**config.mk**
```make
export PLATFORM = sky130hd
export DESIGN_NAME = readout_out
export DESIGN_NICKNAME = d
export VERILOG_FILES = /design/src/ringbuf_pkg.sv /design/src/readout_out.sv
export SDC_FILE = /design/constraint.sdc
export NUM_CORES = 1
export LEC_CHECK = 0
export ABC_AREA = 0
export CAP_MARGIN = 20
export CELL_PAD_IN_SITES_DETAIL_PLACEMENT = 1
export CELL_PAD_IN_SITES_GLOBAL_PLACEMENT = 2
export CORE_UTILIZATION = 35
export CTS_BUF_LIST = sky130_fd_sc_hd__clkbuf_2 sky130_fd_sc_hd__clkbuf_4 sky130_fd_sc_hd__clkbuf_8
export CTS_CLUSTER_SIZE = 16
export DETAILED_ROUTE_END_ITERATION = 12
export DONT_BUFFER_PORTS = 1
export PLACE_DENSITY_LB_ADDON = 0.1
export SLEW_MARGIN = 20
export SYNTH_ARGS = -nofsm -noshare
export SYNTH_HDL_FRONTEND = slang
export SYNTH_SLANG_ARGS = --single-unit
```
**constraint.sdc**
```tcl
create_clock -name CLK -period 1.6 [get_ports CLK]
set_input_delay 0.24 -clock CLK [delete_from_list [all_inputs] [get_ports CLK]]
set_output_delay 0.24 -clock CLK [all_outputs]
set_load 0.005 [all_outputs]
```
**src/ringbuf_pkg.sv**
```systemverilog
package ringbuf_pkg;

	// Sample ring
	localparam int RING_DEPTH = 4096;
	localparam int RING_AW    = $clog2(RING_DEPTH);
	localparam int SAMP_W     = 12;

	// Trigger record queue, 32 entries
	localparam int TQ_AW      = 5;

	// Ring occupancy behind the oldest pending trigger that raises WARN
	localparam int WARN_LEVEL = 3328;

	typedef logic [RING_AW-1:0] ring_addr_t;

	// 18-bit ring word, same layout as RDATA
	typedef struct packed {
		logic              multi_ovlp;
		logic              ovlp;
		logic [3:0]        ovlp_cnt;
		logic [SAMP_W-1:0] samp;
	} samp_word_t;

	// 37-bit event header, same layout as L1A_EVT_DATA
	typedef struct packed {
		logic        phase;
		logic [11:0] match_cnt;
		logic [23:0] l1a_cnt;
	} evt_hdr_t;

	// One queued trigger
	typedef struct packed {
		evt_hdr_t   hdr;
		ring_addr_t start_addr;
	} trig_rec_t;

endpackage

```
**src/readout_out.sv**
```systemverilog
module readout_out (
	input  logic                    CLK,
	input  logic                    RST_RESYNC,
	input  logic                    hdr_load_i,
	input  ringbuf_pkg::evt_hdr_t   hdr_i,
	input  logic                    rd_en_i,
	input  ringbuf_pkg::samp_word_t rword_i,
	output ringbuf_pkg::evt_hdr_t   L1A_EVT_DATA,
	output logic                    L1A_EVT_PUSH,
	output ringbuf_pkg::samp_word_t RDATA,
	output logic                    DATA_PUSH
);

	logic rd_vld; // Memory word valid on rword_i

	always_ff @(posedge CLK or posedge RST_RESYNC) begin
		if (RST_RESYNC) begin
			L1A_EVT_PUSH <= 1'b0;
			rd_vld       <= 1'b0;
			DATA_PUSH    <= 1'b0;
		end else begin
			L1A_EVT_PUSH <= hdr_load_i;
			rd_vld       <= rd_en_i;
			DATA_PUSH    <= rd_vld;
		end
	end

	always_ff @(posedge CLK) begin
		if (hdr_load_i) begin
			L1A_EVT_DATA <= hdr_i;
		end
		if (rd_vld) begin
			RDATA <= rword_i;
		end
	end

endmodule

```
* After elaboration in Yosys (flattened, before gate mapping)
Cells that the tools add are included.
Word-level totals: bits in registers 58, input port bits 59, logic and storage cells 10

* Depth between registers and ports, before layout
depth after elaboration 0, mapped depth 1

* Worst setup path after synthesis
OpenSTA, ideal clock, no wires.
path type reg2reg, start point reg rd_vld, end point reg RDATA[0] in the netlist's numbering, enable pin, slack 561 ps, setup time 374 ps, arrival time 665 ps, cell stages (with the launch flop) 1, clock period less this slack 1039 ps, path through dfrtp_1
RTL lines:
- start, declared | RTL line readout_out.sv:14 | logic rd_vld;
- start signal, assigned | RTL line readout_out.sv:23 | rd_vld <= rd_en_i;
- end signal, assigned | RTL line readout_out.sv:33 | RDATA <= rword_i;
- end, declared | RTL line readout_out.sv:10 | output ringbuf_pkg::samp_word_t RDATA,
No word-level cell between the ends.

* Final worst setup path
start point reg L1A_EVT_DATA[1] in the netlist's numbering, end point out L1A_EVT_DATA[1] in the netlist's numbering
RTL lines:
- start, declared | RTL line readout_out.sv:8 | output ringbuf_pkg::evt_hdr_t L1A_EVT_DATA,
- start signal, assigned | RTL line readout_out.sv:30 | L1A_EVT_DATA <= hdr_i;
No word-level cell between the ends.

==> results.md <==
* Status: finished, final reports clean
* Port bufs at 0
* Syn_nets at 118
* Area Overhead vs Synth at 48.1%
* RSZ-0062 raised after global routing: false
* Critical Path RT at 1.36 ns
* Worst-margin pin slew at 0.227 ns
* Worst hold margin at 0.0311 ns
* Clock Path Buffers at 2
* Final WS setup at 0.626 ns
* Reg clk slew, reported paths at 0.06 ns
* Synth Cell Area at 1730 sq um
* FF/Latch Area at 1730 sq um
* Placed inst area at 1820 sq um
* Unique masters post-synth at 3
* Final Max Tran Viols at 0
* Setup TNS at 0 ns
* Die Ht at 72.3 um
* Syn avg cell area at 29.3 sq um
* Slew HR at 84.9%
* Sequential-to-total area share from yosys stat at 99.8%
* Vias per cell at 4.22
* Final instance area at 2560 sq um
* Clock Latency Late Sink at 0.32 ns
* Min-Delay Path Class: in2reg
* Min Tclk post-route at 0.974 ns
* WL/cell at 17.2 um
* Power per cell area at 1190 nW/um^2
* H-tree depth at 3
* CTS tree: built
* Worst setup SP type: flop
* #MultiIn Comb at 0
* Drt drc at 0
* 1st-pass router iterations at 4
* Routed WL at 3450 um
* Die width at 72.3 um
* F_max at 1.03 GHz
* Cell Int Power at 2.46 mW
* Max-cap viol count at 0
* Critical path class: reg2out
* GR Overflow Total at 0
* Post-CTS setup buffer count at 0
* Worst Path Max Fanout at 1
* Register share of total power at 60.6%
* Critical path arrival at 0.73 ns
* Post-Syn Instances at 59
* Layout cell share with drive strength beyond 1 at 10.4%
* Yosys Warn Count at 0
* Largest net degree at the start of global routing at 39
* #FFs+latches synth at 58
* Initial Util at 36.4%
* Sink Count at 58
* Final Cycle Share at 60.9%
* Combinational share of power at 4.2%
* Layout net count at 188
* Sw power at 586 uW
* Final GP Congestion at 0.620
* Peak supply drop at 0.685 mV
* Setup WS pre-CTS at 0.732 ns
* Final cell count without fillers at 201
* Number of fill cells at 427
* DR vias at 848
* CTS Buf Count at 9
* Switching share of total power at 19.3%
* 1st-iter DRT viols at 21
* Placed Instances at 127
* First-pass GRT wire length at 4930 um
* IO Count at 116
* Row count at 25
* # diodes at 0
* Core Box Area at 4750 sq um
* Final hold violations at 0
* GRT Total Usage at 14.1%
* Root Buffer: clkbuf_8
* Worst Clk Skew at 0.00570 ns
* Clk pwr share at 35.2%
* Vias in the first global route at 959
* Area of the multi-input gates at 0 sq um
* CP Capture Type: output pin
* Antenna violation net count after detailed routing at 0
* Initial antenna violation count at 0
* Leak at 0.912 nW
* Die ar. at 5230 sq um
* Final setup vio count at 0
==> cells by family after synthesis <==
family,after synthesis,synth area share (%)
flops,58,99.8
buf+inv,1,0.217
==> power by group through the flow <==
stage | Sequential [mW] | Clock, mW | Combinational (mW)
after floorplan | 1.86 | 0 | 0.00132
after global placement | 1.87 | 0 | 0.0114
after detailed placement | 1.87 | 0 | 0.0119
after CTS | 1.84 | 1.11 | 0.125
after global routing | 1.85 | 1.18 | 0.138
final | 1.84 | 1.07 | 0.128
==> metal layers <==
metal | vias to the layer above | part of all wire [%] | global-route usage (%)
met5 | - | 0 | 0
met4 | 0 | 1.7 | 9.15
met3 | 6 | 10 | 6.94
met2 | 73 | 56 | 24.3
met1 | 393 | 32 | 13.1
li1 | 376 | - | -
==> what timing repair did <==
action	CTS	global route
hold endpoints to repair	60	0
gates resized for setup	0	0
hold buffers	58	0
==> sequential cells by signal, indices dropped and copies added, names as in the netlist <==
name / count
L1A_EVT_DATA: 37
RDATA: 18
DATA_PUSH: 1
L1A_EVT_PUSH: 1
rd_vld: 1
==> Yosys cell counts, drive strengths merged <==
library cell | instances | area share [%]
inv | 1 | 0.22
edfxtp | 55 | 95
dfrtp | 3 | 4.3
==> through the flow <==
stage               util, %  total power, mW
CTS                    53.9             3.07
global placement       38.3             1.89
detailed placement     38.3             1.89
finish                 53.9             3.04
floorplan                 -             1.86
global route           53.9             3.17
==> layout make-up <==
| cell class | instances | share of cell area (%) |
|---|---|---|
| Clock buffer | 11 | 5.42 |
| Sequential cell | 58 | 67.4 |
| Inverter | 1 | 0.146 |
| Clock inverter | 5 | 0.830 |
| Timing Repair Buffer | 59 | 22.9 |
| Tap cell | 67 | 3.27 |
==> cell usage in the layout, fill, tap and decap left out <==
master,instances
dlygate4sd3_1,58
edfxtp_1,55
clkbuf_8,9
dfrtp_1,3
clkinv_1,3
clkbuf_4,2
clkinv_2,2
inv_1,1
buf_4,1
==> final timing paths <==
check	from	end	slack [ns]	cells past startpoint
setup / recovery	L1A_EVT_DATA[1]$_DFFE_PP_	L1A_EVT_DATA[1]	0.63	0
hold / removal	hdr_load_i	L1A_EVT_DATA[22]$_DFFE_PP_	0.03	0
setup reg to reg	rd_vld$_DFF_PP0_	RDATA[1]$_DFFE_PP_	0.72	1
hold reg to reg	rd_vld$_DFF_PP0_	DATA_PUSH$_DFF_PP0_	0.63	1
max in group asynchronous	RST_RESYNC	L1A_EVT_PUSH$_DFF_PP0_	1.23	2
min in group asynchronous	RST_RESYNC	DATA_PUSH$_DFF_PP0_	0.23	2
Note: power is estimated with default switching activity, not from simulation.
