## src/ringbuf_pkg.sv

```systemverilog
package ringbuf_pkg;

	// Sample ring
	localparam int RING_DEPTH = 4096;
	localparam int RING_AW    = $clog2(RING_DEPTH);
	localparam int SAMP_W     = 12;

	// Trigger record queue, 32 entries
	localparam int TQ_AW      = 5;

	// Ring occupancy behind the oldest pending trigger that raises WARN
	localparam int WARN_LEVEL = 3328;

	typedef logic [RING_AW-1:0] ring_addr_t;

	// 18-bit ring word, same layout as RDATA
	typedef struct packed {
		logic              multi_ovlp;
		logic              ovlp;
		logic [3:0]        ovlp_cnt;
		logic [SAMP_W-1:0] samp;
	} samp_word_t;

	// 37-bit event header, same layout as L1A_EVT_DATA
	typedef struct packed {
		logic        phase;
		logic [11:0] match_cnt;
		logic [23:0] l1a_cnt;
	} evt_hdr_t;

	// One queued trigger
	typedef struct packed {
		evt_hdr_t   hdr;
		ring_addr_t start_addr;
	} trig_rec_t;

endpackage

```

## src/ringbuf_if.sv

```systemverilog
// Trigger queue front, seen by the sequencer and the ring
interface trig_q_if;
	logic                   empty;
	ringbuf_pkg::trig_rec_t head;
	logic                   pop;

	modport queue (
		output empty,
		output head,
		input  pop
	);

	modport sequencer (
		input  empty,
		input  head,
		output pop
	);

	modport monitor (
		input empty,
		input head
	);
endinterface


```

## src/dp_store.sv

```systemverilog
module dp_store #(
	parameter type word_t = logic,
	parameter int  AW     = 1
) (
	input  logic          CLK,
	input  logic          we_i,
	input  logic [AW-1:0] waddr_i,
	input  word_t         wdata_i,
	input  logic [AW-1:0] raddr_i,
	output word_t         rdata_o
);

	word_t mem [0:(1 << AW)-1];

	always_ff @(posedge CLK) begin
		if (we_i) begin
			mem[waddr_i] <= wdata_i;
		end
	end

	// Old data on a same-address collision
	always_ff @(posedge CLK) begin
		rdata_o <= mem[raddr_i];
	end

endmodule

```

## src/trig_queue.sv

```systemverilog
module trig_queue (
	input  logic                    CLK,
	input  logic                    RST_RESYNC,
	input  logic [37:0]             l1a_smp_i,
	input  logic                    l1a_wrt_en_i,
	input  ringbuf_pkg::ring_addr_t wr_addr_i,
	trig_q_if.queue                 tq
);

	logic [23:0]                    l1a_cnt;
	logic [11:0]                    match_cnt;
	logic                           match;
	logic                           phase;
	ringbuf_pkg::trig_rec_t         rec_in;
	logic [ringbuf_pkg::TQ_AW-1:0]  wptr;
	logic [ringbuf_pkg::TQ_AW-1:0]  rptr;
	logic [ringbuf_pkg::TQ_AW-1:0]  rptr_next;
	logic [ringbuf_pkg::TQ_AW:0]    count;
	logic [ringbuf_pkg::TQ_AW:0]    count_next;
	logic                           full;
	logic                           push;
	logic                           head_ok;

	assign {phase, match, match_cnt, l1a_cnt} = l1a_smp_i;

	assign full = count[ringbuf_pkg::TQ_AW];
	assign push = l1a_wrt_en_i && match && !full; // Dropped when full

	assign rec_in = '{
		hdr: '{phase: phase, match_cnt: match_cnt, l1a_cnt: l1a_cnt},
		start_addr: wr_addr_i
	};

	// Look-ahead read keeps the next head in the output register
	assign rptr_next = tq.pop ? rptr + 1'b1 : rptr;

	always_comb begin
		count_next = count;
		if (push && !tq.pop) begin
			count_next = count + 1'b1;
		end else if (tq.pop && !push) begin
			count_next = count - 1'b1;
		end
	end

	always_ff @(posedge CLK or posedge RST_RESYNC) begin
		if (RST_RESYNC) begin
			wptr    <= '0;
			rptr    <= '0;
			count   <= '0;
			head_ok <= 1'b0;
		end else begin
			wptr    <= wptr + push;
			rptr    <= rptr_next;
			count   <= count_next;
			head_ok <= (count_next != '0) && !(push && (wptr == rptr_next)); // Entry written now reads next cycle
		end
	end

	assign tq.empty = !head_ok;

	dp_store #(
		.word_t (ringbuf_pkg::trig_rec_t),
		.AW     (ringbuf_pkg::TQ_AW)
	) i_rec_mem (
		.CLK     (CLK),
		.we_i    (push),
		.waddr_i (wptr),
		.wdata_i (rec_in),
		.raddr_i (rptr_next),
		.rdata_o (tq.head)
	);

	pop_needs_head: assert property (
		@(posedge CLK) disable iff (RST_RESYNC)
		tq.pop |-> !tq.empty
	) else $error("trigger queue popped while empty");

endmodule

```

## src/flat_wrapper.sv

```systemverilog
// flat-port wrapper written by rule: the top's interface ports become plain ports
module trig_queue_flat 
  (CLK, RST_RESYNC, l1a_smp_i, l1a_wrt_en_i, wr_addr_i, tq_empty, tq_head, tq_pop);
  trig_q_if tq_i ();
  input  logic CLK;
  input  logic RST_RESYNC;
  input  logic [37:0] l1a_smp_i;
  input  logic l1a_wrt_en_i;
  input  ringbuf_pkg::ring_addr_t wr_addr_i;
  output wire logic [$bits(tq_i.empty)-1:0] tq_empty;
  output wire logic [$bits(tq_i.head)-1:0] tq_head;
  input wire logic [$bits(tq_i.pop)-1:0] tq_pop;
  assign tq_empty = tq_i.empty;
  assign tq_head = tq_i.head;
  assign tq_i.pop = tq_pop;
  trig_queue u_core (.CLK(CLK), .RST_RESYNC(RST_RESYNC), .l1a_smp_i(l1a_smp_i), .l1a_wrt_en_i(l1a_wrt_en_i), .wr_addr_i(wr_addr_i), .tq(tq_i));
endmodule
```

## config.mk

```make
export PLATFORM = sky130hd
export DESIGN_NAME = trig_queue_flat
export DESIGN_NICKNAME = d
export VERILOG_FILES = /design/src/ringbuf_pkg.sv /design/src/ringbuf_if.sv /design/src/dp_store.sv /design/src/trig_queue.sv /design/src/flat_wrapper.sv
export SDC_FILE = /design/constraint.sdc
export NUM_CORES = 2
export LEC_CHECK = 0
export BUFFER_PORTS_ARGS = -buffer_cell sky130_fd_sc_hd__buf_4
export CAP_MARGIN = 20
export CORE_AREA = 2 2 286 500
export CTS_CLUSTER_DIAMETER = 60
export CTS_CLUSTER_SIZE = 16
export DETAILED_ROUTE_END_ITERATION = 7
export DIE_AREA = 0 0 288 502
export PLACE_DENSITY = 0.68
export SLEW_MARGIN = 20
export SYNTH_ARGS = -nofsm -noshare
export SYNTH_HDL_FRONTEND = slang
export SYNTH_HIERARCHICAL = 1
export SYNTH_SLANG_ARGS = --single-unit
```

## constraint.sdc

```tcl
create_clock -name CLK -period 9.1 [get_ports CLK]
set_clock_uncertainty 0.1 [all_clocks]
set_input_delay 1.365 -clock CLK [delete_from_list [all_inputs] [get_ports CLK]]
set_output_delay 1.365 -clock CLK [all_outputs]
set_load 0.01 [all_outputs]
```

Word-level counts from Yosys, hierarchy flattened

Memory sizes are Yosys's and may differ from the RTL's. A register that Yosys moved wholly into a read port is not among the register bits.
Index checks and enable logic that the tools add are counted.

Add/subtract/negate cells: 4
Eq/ne operators: 1
Muxes and demuxes: 5
Reductions and logical operators: 12

Operator list:

| kind                | number |
|---|---|
| $mux 6              | 2 |
| $add 6x1->6 const B | 1 |
| $logic_and 1x1->1   | 6 |
| $reduce_bool 6->1   | 1 |
| $sub 6x1->6 const B | 1 |
| $add 5x1->5         | 1 |
| $add 5x1->5 const B | 1 |
| $eq 5x5->1          | 1 |
| $logic_not 1->1     | 5 |
| $mux 5              | 1 |
| $mux 1              | 2 |

Flip-flop bits (word level): 17
RAM bits: 1568
Word-level logic and storage cells: 27
Memories: 1

Memories:

| name                 | words | width | rd ports | clocked after memory_dff | wr ports | line           | source |
|---|---|---|---|---|---|---|---|
| u_core.i_rec_mem.mem | 32    | 49    | 1        | 1                        | 1        | dp_store.sv:13 | `word_t mem [0:(1 << AW)-1];` |

Longest topological paths before layout

Depth in word-level cells: 8
Gate-level depth with buffers: 10
Depth with buffers taken out: 8

Modules after synthesis

Netlist, hierarchy kept.

By module, submodules not included:

| module     | instances | cells each | area each (um^2) |
|---|---|---|---|
| dp_store   | 1         | 3434       | 61854.3 |
| trig_queue | 1         | 88         | 968.4 |

Least setup slack after synthesis

Ideal clock, no wire load.

Path type: input to register
Start point: input port l1a_smp_i[36]
End point: memory u_core/i_rec_mem/mem[12][0] (netlist bit), enable pin
Library setup time: 456 ps
Arrival: 4463 ps
Setup slack: 4081 ps
Cell stages on the path: 6
Path buffers: 2
Cell sequence: nand3b_4 > inv_1 > buf_2 > or3b_2 > clkbuf_1 > nor2_1

Word-level cells in the longest chain between the ends: 4

RTL lines:

| element                        | line              | source |
|---|---|---|
| start, declared                | flat_wrapper.sv:7 | `input logic [37:0] l1a_smp_i;` |
| $logic_and 1x1->1 (2 in a row) | trig_queue.sv:27  | `assign push = l1a_wrt_en_i && match && !full;` |
| via u_core.push                | trig_queue.sv:21  | `logic push;` |
| $mux 1                         | dp_store.sv:16    | `if (we_i) begin` |
| $mux 1 (not written as such)   | dp_store.sv:17    | `mem[waddr_i] <= wdata_i;` |
| end, declared                  | dp_store.sv:13    |  |

The timed path passes the listed nets, and every way through them passes these cells.

Worst setup path after layout

Start point: input port l1a_smp_i[36]
End point: memory u_core/i_rec_mem/mem[22][38] (netlist bit), enable pin

Word-level cells in the longest chain between the ends: 4

RTL lines:

| element                        | line |
|---|---|
| $logic_and 1x1->1 (2 in a row) | trig_queue.sv:27 |
| $mux 1                         | dp_store.sv:16 |
| $mux 1 (not written as such)   | dp_store.sv:17 |

Every way passes these cells.

==> results list <==
- Total vias in the final route: 32,000
- Mean cell area of the mapped netlist: 17.8 um2
- Data on the critical path arrives at its endpoint at 4500 ps.
* Remaining global-route overflow: 0
- Synthesis produced 3,522 cells.
- Fraction of final layout cells with drive strength greater than 1: 0.0928
- Across the whole layout, storage elements account for 0.0485 mm2.
- The tightest hold path in the finished design has a slack of 478 ps.
- In this run, post-CTS hold repair placed 0 buffers.
- Measured on the finished design, the core utilization comes to 0.492.
- Rows: 182
- For the pin with the worst max-slew slack, the measured transition is 1190 ps.
- Number of setup violations in the final report: 0
- Detail Placement HPWL: 75,000 um
- Initial cell density of the core: 0.448
- The worst pin sits at a relative slew slack of 0.209.
* Kind of start point of the critical path: input pin
- Of the available clock period, the critical path in the final layout requires 0.465.
- All-layer global routing usage: 0.203
- In the final design database the tool counted 3,662 nets.
- Fillers: 11,500
- H-tree lvl count: 3
- For this design, the slowest cell found on the critical path is sky130_fd_sc_hd__nor2_4.
- TritonCTS built the clock tree.
- Class of the most critical hold timing path: register to register
* Endpoint required time on the critical path: 9370 ps
- The first detailed-routing pass took 5 iterations.
- IR analysis of the VDD net gives a maximum drop of 0.000469 V.
* GP Congestion: 0.758
* TNS Setup: 0 ps
- The number of different library cells used by synthesis comes to 46.
* Total Die Area: 0.145 mm2
- The detailed router finished its first iteration with 2,862 violations.
- After floorplanning, the core was sized to cover 0.140 mm2.
* Total power: 20.4 mW
- For this run, design rule violations remaining after detail routing come to 0.
- Walking the worst path, the cells encountered are buf_4 -> nand3b_4 -> inv_1 -> nand3b_1 -> nor2_4 -> buf_4.
* Endpoint type of the worst setup path: register
- Category of the critical setup timing path: input pin to register
- In this run, post-CTS repair resized a total of 0 instances.
- Number of antenna violations at the first check in global routing: 6
- For this run, the number of Yosys warnings is 6.
* Max Fanout on Critical Path: 26
- The run finished with clean final reports.
- Cell repeated most along the worst path: sky130_fd_sc_hd__buf_4
- Setup repair after global routing missed its margin: no
- Postcts setup bufs: 0
- Top-Level Pins: 104
- Power spread over the standard cell area amounts to 296 mW/mm2.
- Measured along the y axis, the die boundary spans 502 um.
- In the final layout, the multi-input gates occupy 0.0134 mm2.
- Relative to the synthesized area, the layout overhead comes to 9.84%.
* Layout Cells excl Fill: 5,542
- The number of placed instances, taps included, is 5,327.
- Global-route wire length before repair: 215,000 um
- In this run the remaining antenna-violating nets after routing total 0.
* Commonest cells after routing, fill and taps aside: sky130_fd_sc_hd__edfxtp_1, sky130_fd_sc_hd__mux2i_1, sky130_fd_sc_hd__buf_4, sky130_fd_sc_hd__nand2_1, sky130_fd_sc_hd__nand3_1
- Leakage: 23.6 nW
- Entering global routing, the biggest net connects 151 pins.
- Flip-flop cell with the highest count after synthesis: sky130_fd_sc_hd__edfxtp_1
- Number of buffers on the longest clock path: 3
- Most common cell after layout, fill and taps aside: sky130_fd_sc_hd__edfxtp_1
- Clock-pin slew on the worst setup and hold paths: 70 ps
- Detailed-route vias per instance: 5.78
* Final Hold Violating Endpoints: 0
* Flip-flop and latch count after synthesis: 1,634
- After synthesis, the share of flip-flops with an asynchronous set or reset is 0.0104.
- Post-synthesis instance area: 0.0628 mm2
- For this block, the routed nets add up to 148,000 um of wire.
* Root Driver: sky130_fd_sc_hd__clkbuf_16
- Sequential element share of the synthesized area: 0.772
- The count of final max-slew check failures came to 0.
* Number of buffers inserted during clock tree synthesis: 114
- Based on the critical path, the design can be clocked at up to 236 MHz.
* Max-capacitance violation count: 0
* Clock Latency Late Sink: 750 ps
- Number of enable flip-flop cells after synthesis: 1,568
* Post-detailed-route wirelength per cell: 26.8 um
- Chip width: 288 um
* Port Buf Inserts: 103
* Number of sinks handled by clock tree synthesis: 1,634
- Synthesized net count: 3,581
* Final critical-path required period: 4230 ps
* Via count of the first global-routing pass: 32,400
- Max incr delay on CP: 1130 ps
[logic make-up (layout without fill, tap and decap cells)]
logic type	Yosys count	in the layout	share of synthesized area
xor gates and xnor gates	18	18	0.00251
buffers and inverters	204	379	0.0189
muxes	787	787	0.126
adders and majority gates	5	5	0.000996
other	0	5	0
AOI/OAI and AO/OA	453	453	0.0491
DFF	1634	1634	0.772
and+or+nand+nor	421	421	0.0310
[cells in the mapped netlist, drive strengths merged (5+ instances only)]
cell,count,share of area
ha,5,0.0010
nor2,36,0.0022
xnor2,13,0.0018
xor2,5,0.00070
clkbuf,80,0.0048
buf,119,0.014
a21oi,149,0.012
edfxtp,1568,0.75
a22o,98,0.014
nand2,156,0.0093
nand3,152,0.012
a31oi,49,0.0049
o21ai,5,0.00040
mux2i,785,0.13
a22oi,147,0.018
dfrtp,17,0.0068
inv,5,0.00030
nand3b,6,0.00092
nor3,49,0.0039
dfxtp,49,0.016
[registers in the layout, summed over array words and instances, names as in the netlist]
signal                    cells
u_core/i_rec_mem/rdata_o     49
u_core/rptr                   5
u_core/wptr                   5
u_core/i_rec_mem/mem       1568
u_core/count                  6
u_core/head_ok                1
[worst max-delay path: cells and delay by family]
family	cells	cell delay [ps]
buf+inv	3	1160
simple gates	3	1930
[per-stage QoR]
step | setup slack (ps) | area [um2]
floorplan | 4080 | 62800
global placement | 4160 | 65600
detailed placement | 4140 | 65600
CTS | 4960 | 69000
global route | 4760 | 69000
finish | 4870 | 69000
[per-layer routing]
| layer | wire length, um | GRT usage |
|---|---|---|
| met1 | 57300 | 0.250 |
| met2 | 78600 | 0.366 |
| met3 | 7460 | 0.0267 |
| met4 | 4860 | 0.0721 |
| met5 | 16 | 0 |
[power by group]
group	leakage [nW]	total [mW]	switching, mW	internal [mW]
Clock	1.60	4.89	2.45	2.44
Combinational	7.29	6.94	4.38	2.56
Sequential	14.7	8.57	0.146	8.42
Total	23.6	20.4	6.97	13.4
[worst paths after layout]
kind | start | to | slack, ps | cells after the start
setup / recovery | l1a_smp_i[36] | u_core/i_rec_mem/mem[22][38] | 4870 | 6
hold reg to reg | u_core/count[4] | u_core/count[4] | 480 | 1
hold / removal | u_core/count[4] | u_core/count[4] | 480 | 1
max in group asynchronous | RST_RESYNC | u_core/rptr[0] | 7810 | 2
setup reg to reg | u_core/count[5] | u_core/i_rec_mem/mem[22][38] | 5050 | 5
min in group asynchronous | RST_RESYNC | u_core/rptr[2] | 630 | 2
[cell type report]
cell class / instances / area share
sequential: 1634 / 0.703
multi-input combinational: 1684 / 0.195
clock buffer: 199 / 0.0469
tap: 1840 / 0.0334
timing repair buffer: 164 / 0.0195
clock inverter: 11 / 0.00221
inverter: 5 / 0.000272
antenna: 5 / 0.000181
No activity file was read; power rests on OpenSTA's default activity.
