**src/ringbuf_pkg.sv**
```systemverilog
package ringbuf_pkg;

	// Sample ring
	localparam int RING_DEPTH = 4096;
	localparam int RING_AW    = $clog2(RING_DEPTH);
	localparam int SAMP_W     = 12;

	// Trigger record queue, 32 entries
	localparam int TQ_AW      = 5;

	// Ring occupancy behind the oldest pending trigger that raises WARN
	localparam int WARN_LEVEL = 3328;

	typedef logic [RING_AW-1:0] ring_addr_t;

	// 18-bit ring word, same layout as RDATA
	typedef struct packed {
		logic              multi_ovlp;
		logic              ovlp;
		logic [3:0]        ovlp_cnt;
		logic [SAMP_W-1:0] samp;
	} samp_word_t;

	// 37-bit event header, same layout as L1A_EVT_DATA
	typedef struct packed {
		logic        phase;
		logic [11:0] match_cnt;
		logic [23:0] l1a_cnt;
	} evt_hdr_t;

	// One queued trigger
	typedef struct packed {
		evt_hdr_t   hdr;
		ring_addr_t start_addr;
	} trig_rec_t;

endpackage

```
**src/ringbuf_if.sv**
```systemverilog
// Trigger queue front, seen by the sequencer and the ring
interface trig_q_if;
	logic                   empty;
	ringbuf_pkg::trig_rec_t head;
	logic                   pop;

	modport queue (
		output empty,
		output head,
		input  pop
	);

	modport sequencer (
		input  empty,
		input  head,
		output pop
	);

	modport monitor (
		input empty,
		input head
	);
endinterface

// Ring read port
interface ring_rd_if;
	logic                    load;
	logic                    rd_en;
	ringbuf_pkg::ring_addr_t rd_addr;
	logic                    avail;

	modport sequencer (
		output load,
		output rd_en,
		output rd_addr,
		input  avail
	);

	modport ring (
		input  load,
		input  rd_en,
		input  rd_addr,
		output avail
	);
endinterface

```
**src/readout_seq.sv**
```systemverilog
module readout_seq (
	input  logic       CLK,
	input  logic       RST_RESYNC,
	input  logic [6:0] samp_max_i,
	input  logic       evt_buf_afl_i,
	output logic       hdr_load_o,
	trig_q_if.sequencer  tq,
	ring_rd_if.sequencer rd
);

	typedef enum logic [1:0] {
		ST_IDLE,
		ST_LOAD,
		ST_READ
	} seq_state_t;

	seq_state_t              state;
	ringbuf_pkg::ring_addr_t rd_addr;
	logic [6:0]              word_cnt;
	logic                    start_evt;
	logic                    last_word;

	// New event only with room downstream
	assign start_evt = (state == ST_IDLE) && !tq.empty && !evt_buf_afl_i;

	assign tq.pop = start_evt;
	assign rd.load = start_evt;
	assign hdr_load_o = start_evt;

	assign rd.rd_en = (state == ST_READ) && rd.avail && !evt_buf_afl_i;
	assign rd.rd_addr = rd_addr;

	assign last_word = (word_cnt == samp_max_i - 1'b1);

	always_ff @(posedge CLK or posedge RST_RESYNC) begin
		if (RST_RESYNC) begin
			state    <= ST_IDLE;
			rd_addr  <= '0;
			word_cnt <= '0;
		end else begin
			case (state)
				ST_IDLE: begin
					if (start_evt) begin
						rd_addr <= tq.head.start_addr;
						state   <= ST_LOAD;
					end
				end
				ST_LOAD: begin
					word_cnt <= '0;
					if (samp_max_i == '0) begin
						state <= ST_IDLE; // Header only
					end else begin
						state <= ST_READ;
					end
				end
				ST_READ: begin
					if (rd.rd_en) begin
						rd_addr  <= rd_addr + 1'b1;
						word_cnt <= word_cnt + 1'b1;
						if (last_word) begin
							state <= ST_IDLE;
						end
					end
				end
				default: begin
					state <= ST_IDLE;
				end
			endcase
		end
	end

endmodule

```
**src/flat_wrapper.sv**
```systemverilog
// flat-port wrapper written by rule: the top's interface ports become plain ports
module readout_seq_flat 
  (CLK, RST_RESYNC, samp_max_i, evt_buf_afl_i, hdr_load_o, tq_empty, tq_head, tq_pop, rd_load, rd_rd_en, rd_rd_addr, rd_avail);
  trig_q_if tq_i ();
  ring_rd_if rd_i ();
  input  logic CLK;
  input  logic RST_RESYNC;
  input  logic [6:0] samp_max_i;
  input  logic evt_buf_afl_i;
  output logic hdr_load_o;
  input wire logic [$bits(tq_i.empty)-1:0] tq_empty;
  input wire logic [$bits(tq_i.head)-1:0] tq_head;
  output wire logic [$bits(tq_i.pop)-1:0] tq_pop;
  output wire logic [$bits(rd_i.load)-1:0] rd_load;
  output wire logic [$bits(rd_i.rd_en)-1:0] rd_rd_en;
  output wire logic [$bits(rd_i.rd_addr)-1:0] rd_rd_addr;
  input wire logic [$bits(rd_i.avail)-1:0] rd_avail;
  assign tq_i.empty = tq_empty;
  assign tq_i.head = tq_head;
  assign tq_pop = tq_i.pop;
  assign rd_load = rd_i.load;
  assign rd_rd_en = rd_i.rd_en;
  assign rd_rd_addr = rd_i.rd_addr;
  assign rd_i.avail = rd_avail;
  readout_seq u_core (.CLK(CLK), .RST_RESYNC(RST_RESYNC), .samp_max_i(samp_max_i), .evt_buf_afl_i(evt_buf_afl_i), .hdr_load_o(hdr_load_o), .tq(tq_i), .rd(rd_i));
endmodule
```
**config.mk**
```make
export PLATFORM = sky130hd
export DESIGN_NAME = readout_seq_flat
export DESIGN_NICKNAME = d
export VERILOG_FILES = /design/src/ringbuf_pkg.sv /design/src/ringbuf_if.sv /design/src/readout_seq.sv /design/src/flat_wrapper.sv
export SDC_FILE = /design/constraint.sdc
export NUM_CORES = 1
export LEC_CHECK = 0
export BUFFER_PORTS_ARGS = -buffer_cell sky130_fd_sc_hd__buf_2
export CAP_MARGIN = 0
export CORE_UTILIZATION = 40
export CTS_CLUSTER_DIAMETER = 50
export CTS_CLUSTER_SIZE = 10
export DETAILED_ROUTE_END_ITERATION = 12
export GPL_ROUTABILITY_DRIVEN = 0
export PLACE_DENSITY = 0.79
export SYNTH_ARGS = -nofsm -noshare
export SYNTH_HDL_FRONTEND = slang
export SYNTH_SLANG_ARGS = --single-unit
```
**constraint.sdc**
```tcl
create_clock -name CLK -period 1.73 [get_ports CLK]
set_input_delay 0.2595 -clock CLK [delete_from_list [all_inputs] [get_ports CLK]]
set_output_delay 0.2595 -clock CLK [all_outputs]
set_load 0.005 [all_outputs]
```
* Word level (Yosys, flattened, before mapping)
Index checks and enable logic that the tools add are counted.
** Storage, ports and cells
- Logic and storage cells :: 35
- Register bits after elaboration :: 21
- Input port bits :: 61
** Cells by class
- Multiplexer cells :: 10
- Add/sub/neg operators :: 3
- Reduce and logical (&&, ||, !) cells :: 13
- Eq/ne operators :: 6
** Operators with widths (number)
- 12-bit two-way mux :: 2
- 12-bit case mux with 2 select lines :: 1
- 7-bit case mux with 2 select lines :: 1
- 12-bit by 1-bit adder with 12-bit output (second input constant) :: 1
- 2-bit two-way mux :: 4
- 7-bit by 1-bit adder with 7-bit output (second input constant) :: 1
- 7-bit equality test :: 1
- 7-bit zero test :: 1
- 7-bit two-way mux :: 1
- 7-bit by 1-bit subtractor with 7-bit output (second input constant) :: 1
- 2-bit case mux with 3 select lines :: 1
- 3-bit AND reduction :: 2
- 1-bit logical AND :: 4
- 2-bit inequality test (second input constant) :: 2
- 2-bit nonzero test :: 2
- 2-bit by 1-bit equality test with 1-bit output (second input constant) :: 1
- 2-bit equality test (second input constant) :: 1
- 1-bit zero test :: 2
- 2-bit zero test :: 1
- 2-bit by 1-bit inequality test with 1-bit output (second input constant) :: 1
- 2-bit AND reduction :: 1

* Depth between registers and ports, before layout
Gate-level depths: netlist of run 1.
- Depth in word-level cells :: 5
- Gate-level depth with buffers :: 6
- Depth with buffers taken out :: 6

* Least setup slack after synthesis of run 1
Ideal clock, no wire load.
- Kind :: input -> register
- Start point :: in samp_max_i[0]
- End point :: reg u_core.state[1]
- Path slack :: -0.034 ns
- Required time :: 1.599 ns
- Cell stages on the path :: 6
- Arrival :: 1.633 ns
- Setup time :: 0.131 ns
- Cells stage by stage :: inv_1 ha_1 or3b_4 or4_1 a211oi_1 a31oi_1
** Between the ends
- Word-level cells in the longest chain between the ends :: 4
** RTL lines
- start: declaration :: line flat_wrapper.sv:8 : input logic [6:0] samp_max_i;
- 7-bit by 1-bit subtractor with 7-bit output :: line readout_seq.sv:33 : assign last_word = (word_cnt == samp_max_i - 1'b1);
- 7-bit equality test :: line readout_seq.sv:33
- 2-bit by 1-bit inequality test with 1-bit output (no source line)
- 3-bit AND reduction (no source line)
- end signal: assignment :: line readout_seq.sv:37 : state <= ST_IDLE;
- end signal: assignment :: line readout_seq.sv:45 : state <= ST_LOAD;
- end signal: assignment :: line readout_seq.sv:51 : state <= ST_IDLE;
- end: declaration :: line readout_seq.sv:17 : seq_state_t state;
Parallel ways exist; a longest one is shown, timed or not.
A chain may end at the register's enable or synchronous reset.

* Final worst setup path of run 1
- Start point :: reg u_core.state[1]
- End point :: reg u_core.rd_addr[10] (netlist: u_core.rd.rd_addr[10])
** Between the ends
- Word-level cells in the longest chain between the ends :: 5
** RTL lines
- 2-bit equality test / 2-bit zero test (equally long branches) :: line readout_seq.sv:30, readout_seq.sv:41, readout_seq.sv:24
- 1-bit logical AND, on equally long branches (2 in series) :: line readout_seq.sv:30, readout_seq.sv:24
- 2-bit inequality test (no source line)
- 3-bit AND reduction (no source line)
- end signal: assignment :: line readout_seq.sv:44 : rd_addr <= tq.head.start_addr;
- end signal: assignment :: line readout_seq.sv:58 : rd_addr <= rd_addr + 1'b1;
- end: declaration :: line readout_seq.sv:18 : ringbuf_pkg::ring_addr_t rd_addr;
Parallel ways exist; a longest one is shown, timed or not.

==> flow_metrics.tcl, run 1 <==
set metrics [dict create \
    status "finished, final reports clean" \
    tritoncts "done" \
    drive_above_1_share_pct 33.6 \
    ant_nets 0 \
    die_h_um 61.3 \
    switchingPower_mw 0.977 \
    antenna_found_initial 0 \
    avgSynthCellArea_um2 8.62 \
    die_w_um 61.3 \
    slowest_delay_ns 0.48 \
    hold_class "primary input to flip-flop" \
    drt_wl_total_um 3210 \
    fmax_mhz 607 \
    ys_warn_count 0 \
    hpwl_um 2340 \
    port-buffer-count 39 \
    synth_cells 163 \
    leakage_nw 0.826 \
    route.vias.total 1403 \
    finalPower_mw 2.31 \
    h-tree-depth 1 \
    ys_seq_area_share_pct 37.4 \
    final_common_cell "buf_2" \
    grt_pass1_wl_um 5010 \
    dp_cells 257 \
    endpoint_kind "flip-flop" \
    nFillCells 341 \
    maxSlewHeadroom_pct 74.3 \
    slew_viol_final 0 \
    r2r_setup_slack_ns 0.08 \
    synth-edff-count 0 \
    n_antenna_cell 0 \
    cp_data_required_time_ns 1.97 \
    grt_pass1_vias 1169 \
    grt_util_all_layers_pct 18.0 \
    floorplan.initialDensity_pct 41.8 \
    crit_type "flip-flop to flip-flop" \
    drtIter0Drc 56 \
    ys_ff_latch 21 \
    setup_viol 0 \
    maxCapViolCount 0 \
    num_rows 21 \
    fin_crit_ns 1.65 \
    arrival_ns 1.89 \
    cts_buffer_depth 2 \
    slowest_stage "or4_1" \
    rsz0062_at_grt "false" \
    synthesis.nets 227 \
    numCtsBuffers 3 \
    peakVddDrop_mv 0.688 \
    p_int_mw 1.33 \
    seqPwrFrac_pct 39.4 \
    cts_root_buf "clkbuf_4" \
    drt_first_pass_iters 4 \
    clock-sinks 21 \
    final_cell_mix "buf_2 (39), buf_4 (19), dfrtp_1 (19)" \
    synth_cell_types 47 \
    hold_viol 0 \
    nNetsFinal 285 \
    path_clk_slew_ns 0.11 \
    powerDensity_nw_per_um2 1250 \
    power.share.clock_pct 10.1 \
    grt_max_degree 22 \
    synth_ff_type "dfrtp_1" \
    crit_chain "or2_4 -> a211o_1 -> or4_1 -> nand3_1" \
    routedWlPerCell_um 12.1 \
    async_flop_share_pct 100 \
    finalCritPeriodShare_pct 95.2 \
    comb_power_share_pct 50.5 \
    syn_area_um2 1410 \
    tightest_slew_ns 0.382 \
    core_area_um2 3360 \
    syn2layout_area_growth_pct 31.5 \
    worstSkewPairLatency_ns 0.30 \
    vias_per_cell 5.27 \
    cp_max_fo 5 \
    drc 0 \
    start_kind "flip-flop" \
    swShare_pct 42.3 \
    finalClockSkew_ns 0.00108 \
    dieArea_um2 3750 \
    instances_no_fill 266 \
    io_pins 77 \
    grt_remaining_overflow 0 \
]
==> metal layers <==
layer  global-route usage [%]  share of wire [%]  up-vias
li1                         -                  -      714
met1                     23.4                 45      640
met2                     29.3                 48       43
met3                     3.57                5.0        6
met4                     7.47                1.6        0
met5                        0                  0        -
==> stage by stage <==
stage / util [%] / instance area (um2) / setup slack [ns] / setup TNS [ns] / hold slack [ns]
after floorplan: - / 1430 / 0.00866 / 0 / 0.236
after global placement: 52.4 / 1760 / -0.196 / -0.196 / 0.305
after detailed placement: 52.4 / 1760 / -0.180 / -0.180 / 0.307
after CTS: 53.5 / 1800 / 0.0348 / 0 / 0.168
after global routing: 54.9 / 1850 / 0.0263 / 0 / 0.178
final: 54.9 / 1850 / 0.0833 / 0 / 0.194
==> synth_stat cells, types with 3 or more instances <==
cell	instances	share of area (%)
ha_1	3	2.7
nand4_1	5	2.2
a31oi_1	4	1.8
nand2b_1	3	1.3
inv_1	5	1.3
clkbuf_1	3	0.80
nor4_1	3	1.3
xor2_1	7	4.4
xnor2_1	5	3.1
o21ai_0	11	3.9
a21oi_1	12	4.3
nand2_1	15	4.0
nor2_1	13	3.5
nand3_1	7	2.5
dfrtp_1	21	37
nor3_1	3	1.1
or4_1	3	1.6
==> power groups by stage <==
stage | combinational [mW] | sequential (mW) | clock, mW
3_3_place_gp | 1.08 | 0.913 | 0
6_report | 1.17 | 0.910 | 0.234
2_1_floorplan | 0.676 | 0.895 | 0
4_1_cts | 1.12 | 0.903 | 0.238
3_5_place_dp | 1.11 | 0.915 | 0
5_1_grt | 1.34 | 0.944 | 0.266
==> layout make-up <==
type,instances,area [um2],share of cell area [%]
repair buffers,60,359,19.4
clock buffers,4,26.3,1.42
inverters,5,21.3,1.15
multi-input cells,130,856,46.3
flip-flops and latches,21,528,28.6
well taps,46,57.6,3.11
==> cell families (layout without fill, tap and decap cells) <==
family | after synthesis | count (layout) | synth area share, %
AND/OR/NAND/NOR | 67 | 67 | 25.4
multiplexers | 2 | 2 | 1.42
XOR/XNOR | 12 | 12 | 7.48
buffers and inverters | 12 | 69 | 3.92
AO/OA/AOI/OAI | 46 | 46 | 21.7
flip-flops | 21 | 21 | 37.4
adder cells (fa/ha/maj) | 3 | 3 | 2.67
==> what timing repair did <==
action / in CTS / in global routing
hold buffers: 1 / 0
setup endpoints to repair: 0 / 6
endpoints found under the hold margin: 21 / 0
gates resized for setup: 0 / 6
setup buffers: 0 / 4
==> flip-flops by register name, summed over array words and instances, names as in the netlist <==
register           flops
u_core.rd.rd_addr     12
u_core.word_cnt        7
u_core.state           2
==> critical path, delay by kind of cell (launching register included) <==
| family | cells | cell delay, ns |
|---|---|---|
| DFF | 1 | 0.44 |
| and+or+nand+nor | 3 | 0.86 |
| AOI/OAI and AO/OA | 1 | 0.29 |
==> final timing paths <==
path	from	to	depth (start not counted)
max	u_core.state[1]	u_core.rd.rd_addr[10]	4
min	evt_buf_afl_i	u_core.state[0]	2
max reg2reg	u_core.state[1]	u_core.rd.rd_addr[10]	4
min reg2reg	u_core.rd.rd_addr[11]	u_core.rd.rd_addr[11]	1
max in group asynchronous	RST_RESYNC	u_core.state[0]	4
min in group asynchronous	RST_RESYNC	u_core.word_cnt[0]	4
Power figures use the tool's default switching activity.
==> inputs of run 2 (changes only) <==
==> constraint.sdc (replaced) <==
create_clock -name CLK -period 1.73 [get_ports CLK]
set_input_delay 0.0865 -clock CLK [delete_from_list [all_inputs] [get_ports CLK]]
set_output_delay 0.0865 -clock CLK [all_outputs]
set_load 0.005 [all_outputs]
==> flow_metrics.tcl, run 2 (same netlist as run 1, synthesis figures left out) <==
set metrics [dict create \
    route.vias.total 1411 \
    clock-sinks 21 \
    slowest_stage "dfrtp_1" \
    finalClockSkew_ns 0.00208 \
    hold_class "primary input to flip-flop" \
    drt_wl_total_um 3240 \
    numCtsBuffers 3 \
    stdcell_area_um2 1810 \
    path_clk_slew_ns 0.12 \
    worstSkewPairLatency_ns 0.30 \
    fmax_mhz 617 \
    grt_pass1_wl_um 5300 \
    nNetsFinal 282 \
    top_register "u_core.rd.rd_addr" \
    drtIter0Drc 50 \
    setup_viol 0 \
    rsz0062_at_grt "false" \
    final_common_cell "buf_2" \
    drc 0 \
    leakage_nw 0.816 \
    floorplan.initialDensity_pct 41.8 \
    grt_remaining_overflow 0 \
    status "finished, final reports clean" \
    cts_root_buf "clkbuf_4" \
    port-buffer-count 39 \
    hold_viol 0 \
    arrival_ns 1.86 \
    largestRegisters "u_core.rd.rd_addr x12, u_core.word_cnt x7, u_core.state x2" \
    power.share.clock_pct 10.2 \
    fin_crit_ns 1.62 \
    slowest_delay_ns 0.45 \
    dpl_cell_area_um2 1770 \
    switchingPower_mw 0.973 \
    grt_util_all_layers_pct 18.8 \
    die_h_um 61.3 \
    tightest_slew_ns 0.431 \
    path_buf_inv 0 \
    crit_family "simple AND/OR/NAND/NOR gates" \
    peakVddDrop_mv 0.921 \
    finalPower_mw 2.31 \
    largest_register_ffs 12 \
    crit_chain "ha_1 -> and4_1 -> nand4_1 -> or4_1 -> nand3_1" \
    tritoncts "done" \
    cts_buffer_depth 2 \
    crit_type "flip-flop to flip-flop" \
    die_w_um 61.3 \
    routedWlPerCell_um 12.3 \
    cp_data_required_time_ns 1.97 \
    vias_per_cell 5.37 \
    syn2layout_area_growth_pct 29.0 \
    num_rows 21 \
    drt_first_pass_iters 4 \
    h-tree-depth 1 \
    maxCapViolCount 0 \
    antenna_found_initial 0 \
    drive_above_1_share_pct 28.6 \
    seqPwrFrac_pct 38.8 \
    swShare_pct 42.1 \
    postCtsSetupRepairBufs 0 \
    grt_max_degree 22 \
    powerDensity_nw_per_um2 1270 \
    p_int_mw 1.34 \
    cp_max_fo 6 \
    finalCritPeriodShare_pct 93.6 \
    slew_viol_final 0 \
    comb_power_share_pct 50.9 \
    core_area_um2 3360 \
    maxSlewHeadroom_pct 71.0 \
    hpwl_um 2430 \
    start_kind "flip-flop" \
    io_pins 77 \
    ant_nets 0 \
    n_antenna_cell 0 \
    final_cell_mix "buf_2 (39), dfrtp_1 (21), nand2_1 (15)" \
    dieArea_um2 3750 \
    endpoint_kind "flip-flop" \
    grt_pass1_vias 1291 \
]
-- run 2: layout make-up --
class	instances	area (um2)
Fill cell	343	1550
Multi-Input combinational cell	130	825
Sequential cell	21	526
Timing Repair Buffer	57	360
Tap cell	46	57.6
Clock buffer	4	26.3
Inverter	5	18.8
-- run 2: worst register-to-register path, stage by stage (launching register included) --
cell and delay (ns):
dfrtp_1 0.45, ha_1 0.25, and4_1 0.25, nand4_1 0.12
or4_1 0.41, nand3_1 0.09
-- run 2: power groups by stage --
stage | clock network, mW | registers, mW | logic, mW
4_1_cts | 0.254 | 0.895 | 1.18
2_1_floorplan | 0 | 0.895 | 0.672
3_5_place_dp | 0 | 0.898 | 1.18
6_report | 0.236 | 0.898 | 1.18
3_3_place_gp | 0 | 0.898 | 1.15
5_1_grt | 0.266 | 0.929 | 1.31
-- run 2: final timing paths --
path                                      start                     to  slack, ns  cells after the start
max                        u_core.rd.rd_addr[0]  u_core.rd.rd_addr[10]       0.11                      5
max in group asynchronous            RST_RESYNC     u_core.word_cnt[6]       1.17                      4
min                                  tq_head[1]   u_core.rd.rd_addr[1]       0.03                      3
min reg2reg                  u_core.word_cnt[0]     u_core.word_cnt[0]       0.56                      1
max reg2reg                u_core.rd.rd_addr[0]  u_core.rd.rd_addr[10]       0.11                      5
min in group asynchronous            RST_RESYNC   u_core.rd.rd_addr[0]       0.34                      4
-- run 2: routing by layer --
metal | GRT usage, % | vias to the layer above | part of all wire, %
met3 | 2.10 | 0 | 3.7
met5 | 0 | - | 0
met1 | 23.2 | 666 | 45
met2 | 33.4 | 36 | 51
li1 | - | 709 | -
met4 | 7.47 | 0 | 0
-- run 2: metrics by stage --
stage | util [%] | std cells | setup WS (ns) | setup TNS, ns | hold WS, ns
6_report | 53.9 | 263 | 0.111 | 0 | 0.0263
5_1_grt | 53.9 | 263 | 0.00965 | 0 | 0.0325
4_1_cts | 53.9 | 263 | 0.122 | 0 | 0.0143
3_5_place_dp | 52.5 | 257 | -0.0509 | -0.0509 | 0.134
3_3_place_gp | 52.5 | 257 | -0.0474 | -0.0474 | 0.131
2_1_floorplan | - | 163 | 0.104 | 0 | 0.0630
-- run 2: what timing repair did --
item                                    4_1_cts  5_1_grt
endpoints found under the setup margin        0        0
hold buffers                                  2        0
resized for setup                             0        0
endpoints found under the hold margin        22        0
==> inputs of run 3 (changes only) <==
Clock period 1.73 ns to 1.4 ns, I/O delays scaled along.
==> flow_metrics.tcl, run 3 (same netlist as run 1, synthesis figures left out) <==
set metrics [dict create \
    setup_ws_ns -0.177 \
    dpl_cell_area_um2 1980 \
    seqPwrFrac_pct 28.3 \
    n_antenna_cell 0 \
    routedWlPerCell_um 13.6 \
    setup_viol 17 \
    io_pins 77 \
    drtIter0Drc 60 \
    hold_depth 3 \
    cp_data_required_time_ns 1.65 \
    route.vias.total 1573 \
    powerDensity_nw_per_um2 1660 \
    largest_register_ffs 12 \
    comb_power_share_pct 63.6 \
    p_int_mw 2.20 \
    final_common_cell "buf_4" \
    vias_per_cell 5.30 \
    stdcell_area_um2 2270 \
    reg2reg_from "u_core.state[1]" \
    min_to "u_core.rd.rd_addr[6]" \
    floorplan.initialDensity_pct 41.8 \
    hold_viol 0 \
    crit_start "u_core.state[1]" \
    h-tree-depth 1 \
    violations "setup timing" \
    nNetsFinal 316 \
    timing.rr.end "u_core.rd.rd_addr[10]" \
    antenna_found_initial 0 \
    peakVddDrop_mv 1.07 \
    fmax_mhz 634 \
    die_w_um 61.3 \
    hpwl_um 2850 \
    port-buffer-count 39 \
    grt_max_degree 15 \
    core_area_um2 3360 \
    num_rows 21 \
    fin_util_pct 67.6 \
    endpoint_kind "flip-flop" \
    slew_viol_final 0 \
    die_h_um 61.3 \
    fin_crit_ns 1.58 \
    path_clk_slew_ns 0.13 \
    top_register "u_core.rd.rd_addr" \
    cts_buffer_depth 2 \
    setup-tns-final_ns -1.40 \
    r2r_setup_slack_ns -0.18 \
    dp_cells 282 \
    grt_remaining_overflow 0 \
    grt_pass1_vias 1424 \
    status "finished with violations" \
    largestRegisters "u_core.rd.rd_addr x12, u_core.word_cnt x7, u_core.state x2" \
    power.share.clock_pct 8.1 \
    maxCapViolCount 0 \
    finalClockSkew_ns 0.00652 \
    grt_pass1_wl_um 6230 \
    drt_first_pass_iters 5 \
    crit_type "flip-flop to flip-flop" \
    syn2layout_area_growth_pct 61.9 \
    cts_root_buf "clkbuf_4" \
    drive_above_1_share_pct 51.4 \
    numCtsBuffers 3 \
    rsz0062_at_grt "true" \
    reg2reg_depth 4 \
    hp-start "tq_head[6]" \
    arrival_ns 1.83 \
    switchingPower_mw 1.59 \
    finalCritPeriodShare_pct 113 \
    tightest_slew_ns 0.412 \
    ant_nets 0 \
    hold_class "primary input to flip-flop" \
    start_kind "flip-flop" \
    clock-sinks 21 \
    leakage_nw 1.02 \
    drc 0 \
    maxSlewHeadroom_pct 72.3 \
    worstSkewPairLatency_ns 0.31 \
    finalPower_mw 3.79 \
    grt_util_all_layers_pct 22.3 \
    dieArea_um2 3750 \
    tritoncts "done" \
    swShare_pct 41.9 \
    final_cell_mix "buf_4 (43), buf_2 (38), dfrtp_1 (19)" \
    nFillCells 297 \
    instances_no_fill 297 \
    drt_wl_total_um 4040 \
    cp_max_fo 5 \
]
-- run 3: cell types whose count changed in the layout (fill, tap and decap cells not counted), sizes merged --
cell	previous run	this run
buf	55	88
dlygate4sd3	2	3
clkbuf	4	3
clkinv	0	1
-- run 3: repair_timing --
item                                    in CTS  in global routing
pin swaps                                    4                  3
endpoints found under the setup margin      17                 23
gates cloned                                 0                  1
setup buffers                                5                  2
resized for setup                           23                 24
endpoints found under the hold margin       23                  0
hold buffers                                 3                  0
-- run 3: worst max path at each step --
stage | slack (ns) | cells after the start | end
after floorplan | -0.16 | 5 | u_core.rd.rd_addr[10]
after global placement | -0.33 | 7 | u_core.state[1]
after detailed placement | -0.36 | 7 | u_core.state[1]
after CTS | -0.16 | 4 | u_core.rd.rd_addr[10]
after global routing | -0.22 | 5 | u_core.rd.rd_addr[10]
final | -0.18 | 4 | u_core.rd.rd_addr[10]
-- run 3: cell type report --
cell class | instances | area [um2] | area share (%)
Tap cell | 46 | 57.6 | 2.53
Clock inverter | 1 | 5.00 | 0.220
Clock buffer | 3 | 22.5 | 0.990
Inverter | 5 | 36.3 | 1.60
Sequential cell | 21 | 528 | 23.2
Multi-Input combinational cell | 130 | 1000 | 43.9
Timing Repair Buffer | 91 | 626 | 27.5
-- run 3: worst max-delay path: stages, from the launching register on --
cell and delay, ns:
dfrtp_2 0.47, or2_4 0.27, a211o_1 0.30, or4_1 0.40, nand3_1 0.08
-- run 3: through the flow --
step,hold slack (ns),worst slack (ns)
after floorplan,0.0465,-0.158
after global placement,-0.0121,-0.329
after detailed placement,-0.0146,-0.362
after CTS,0.0330,-0.163
after global routing,0.0365,-0.215
final,0.0343,-0.177
-- run 3: routing by layer --
| layer | global-route usage, % | routed length [um] |
|---|---|---|
| met3 | 3.36 | 107 |
| met1 | 28.6 | 1870 |
| met2 | 39.6 | 2030 |
| met5 | 0 | 0 |
| met4 | 4.87 | 34 |
-- run 3: power by group through the flow --
| stage | clock network (mW) | registers [mW] | logic, mW |
|---|---|---|---|
| floorplan | 0 | 1.11 | 0.863 |
| global placement | 0 | 1.06 | 1.85 |
| detailed placement | 0 | 1.07 | 1.91 |
| CTS | 0.308 | 1.06 | 2.20 |
| global route | 0.330 | 1.10 | 2.65 |
| finish | 0.305 | 1.07 | 2.41 |
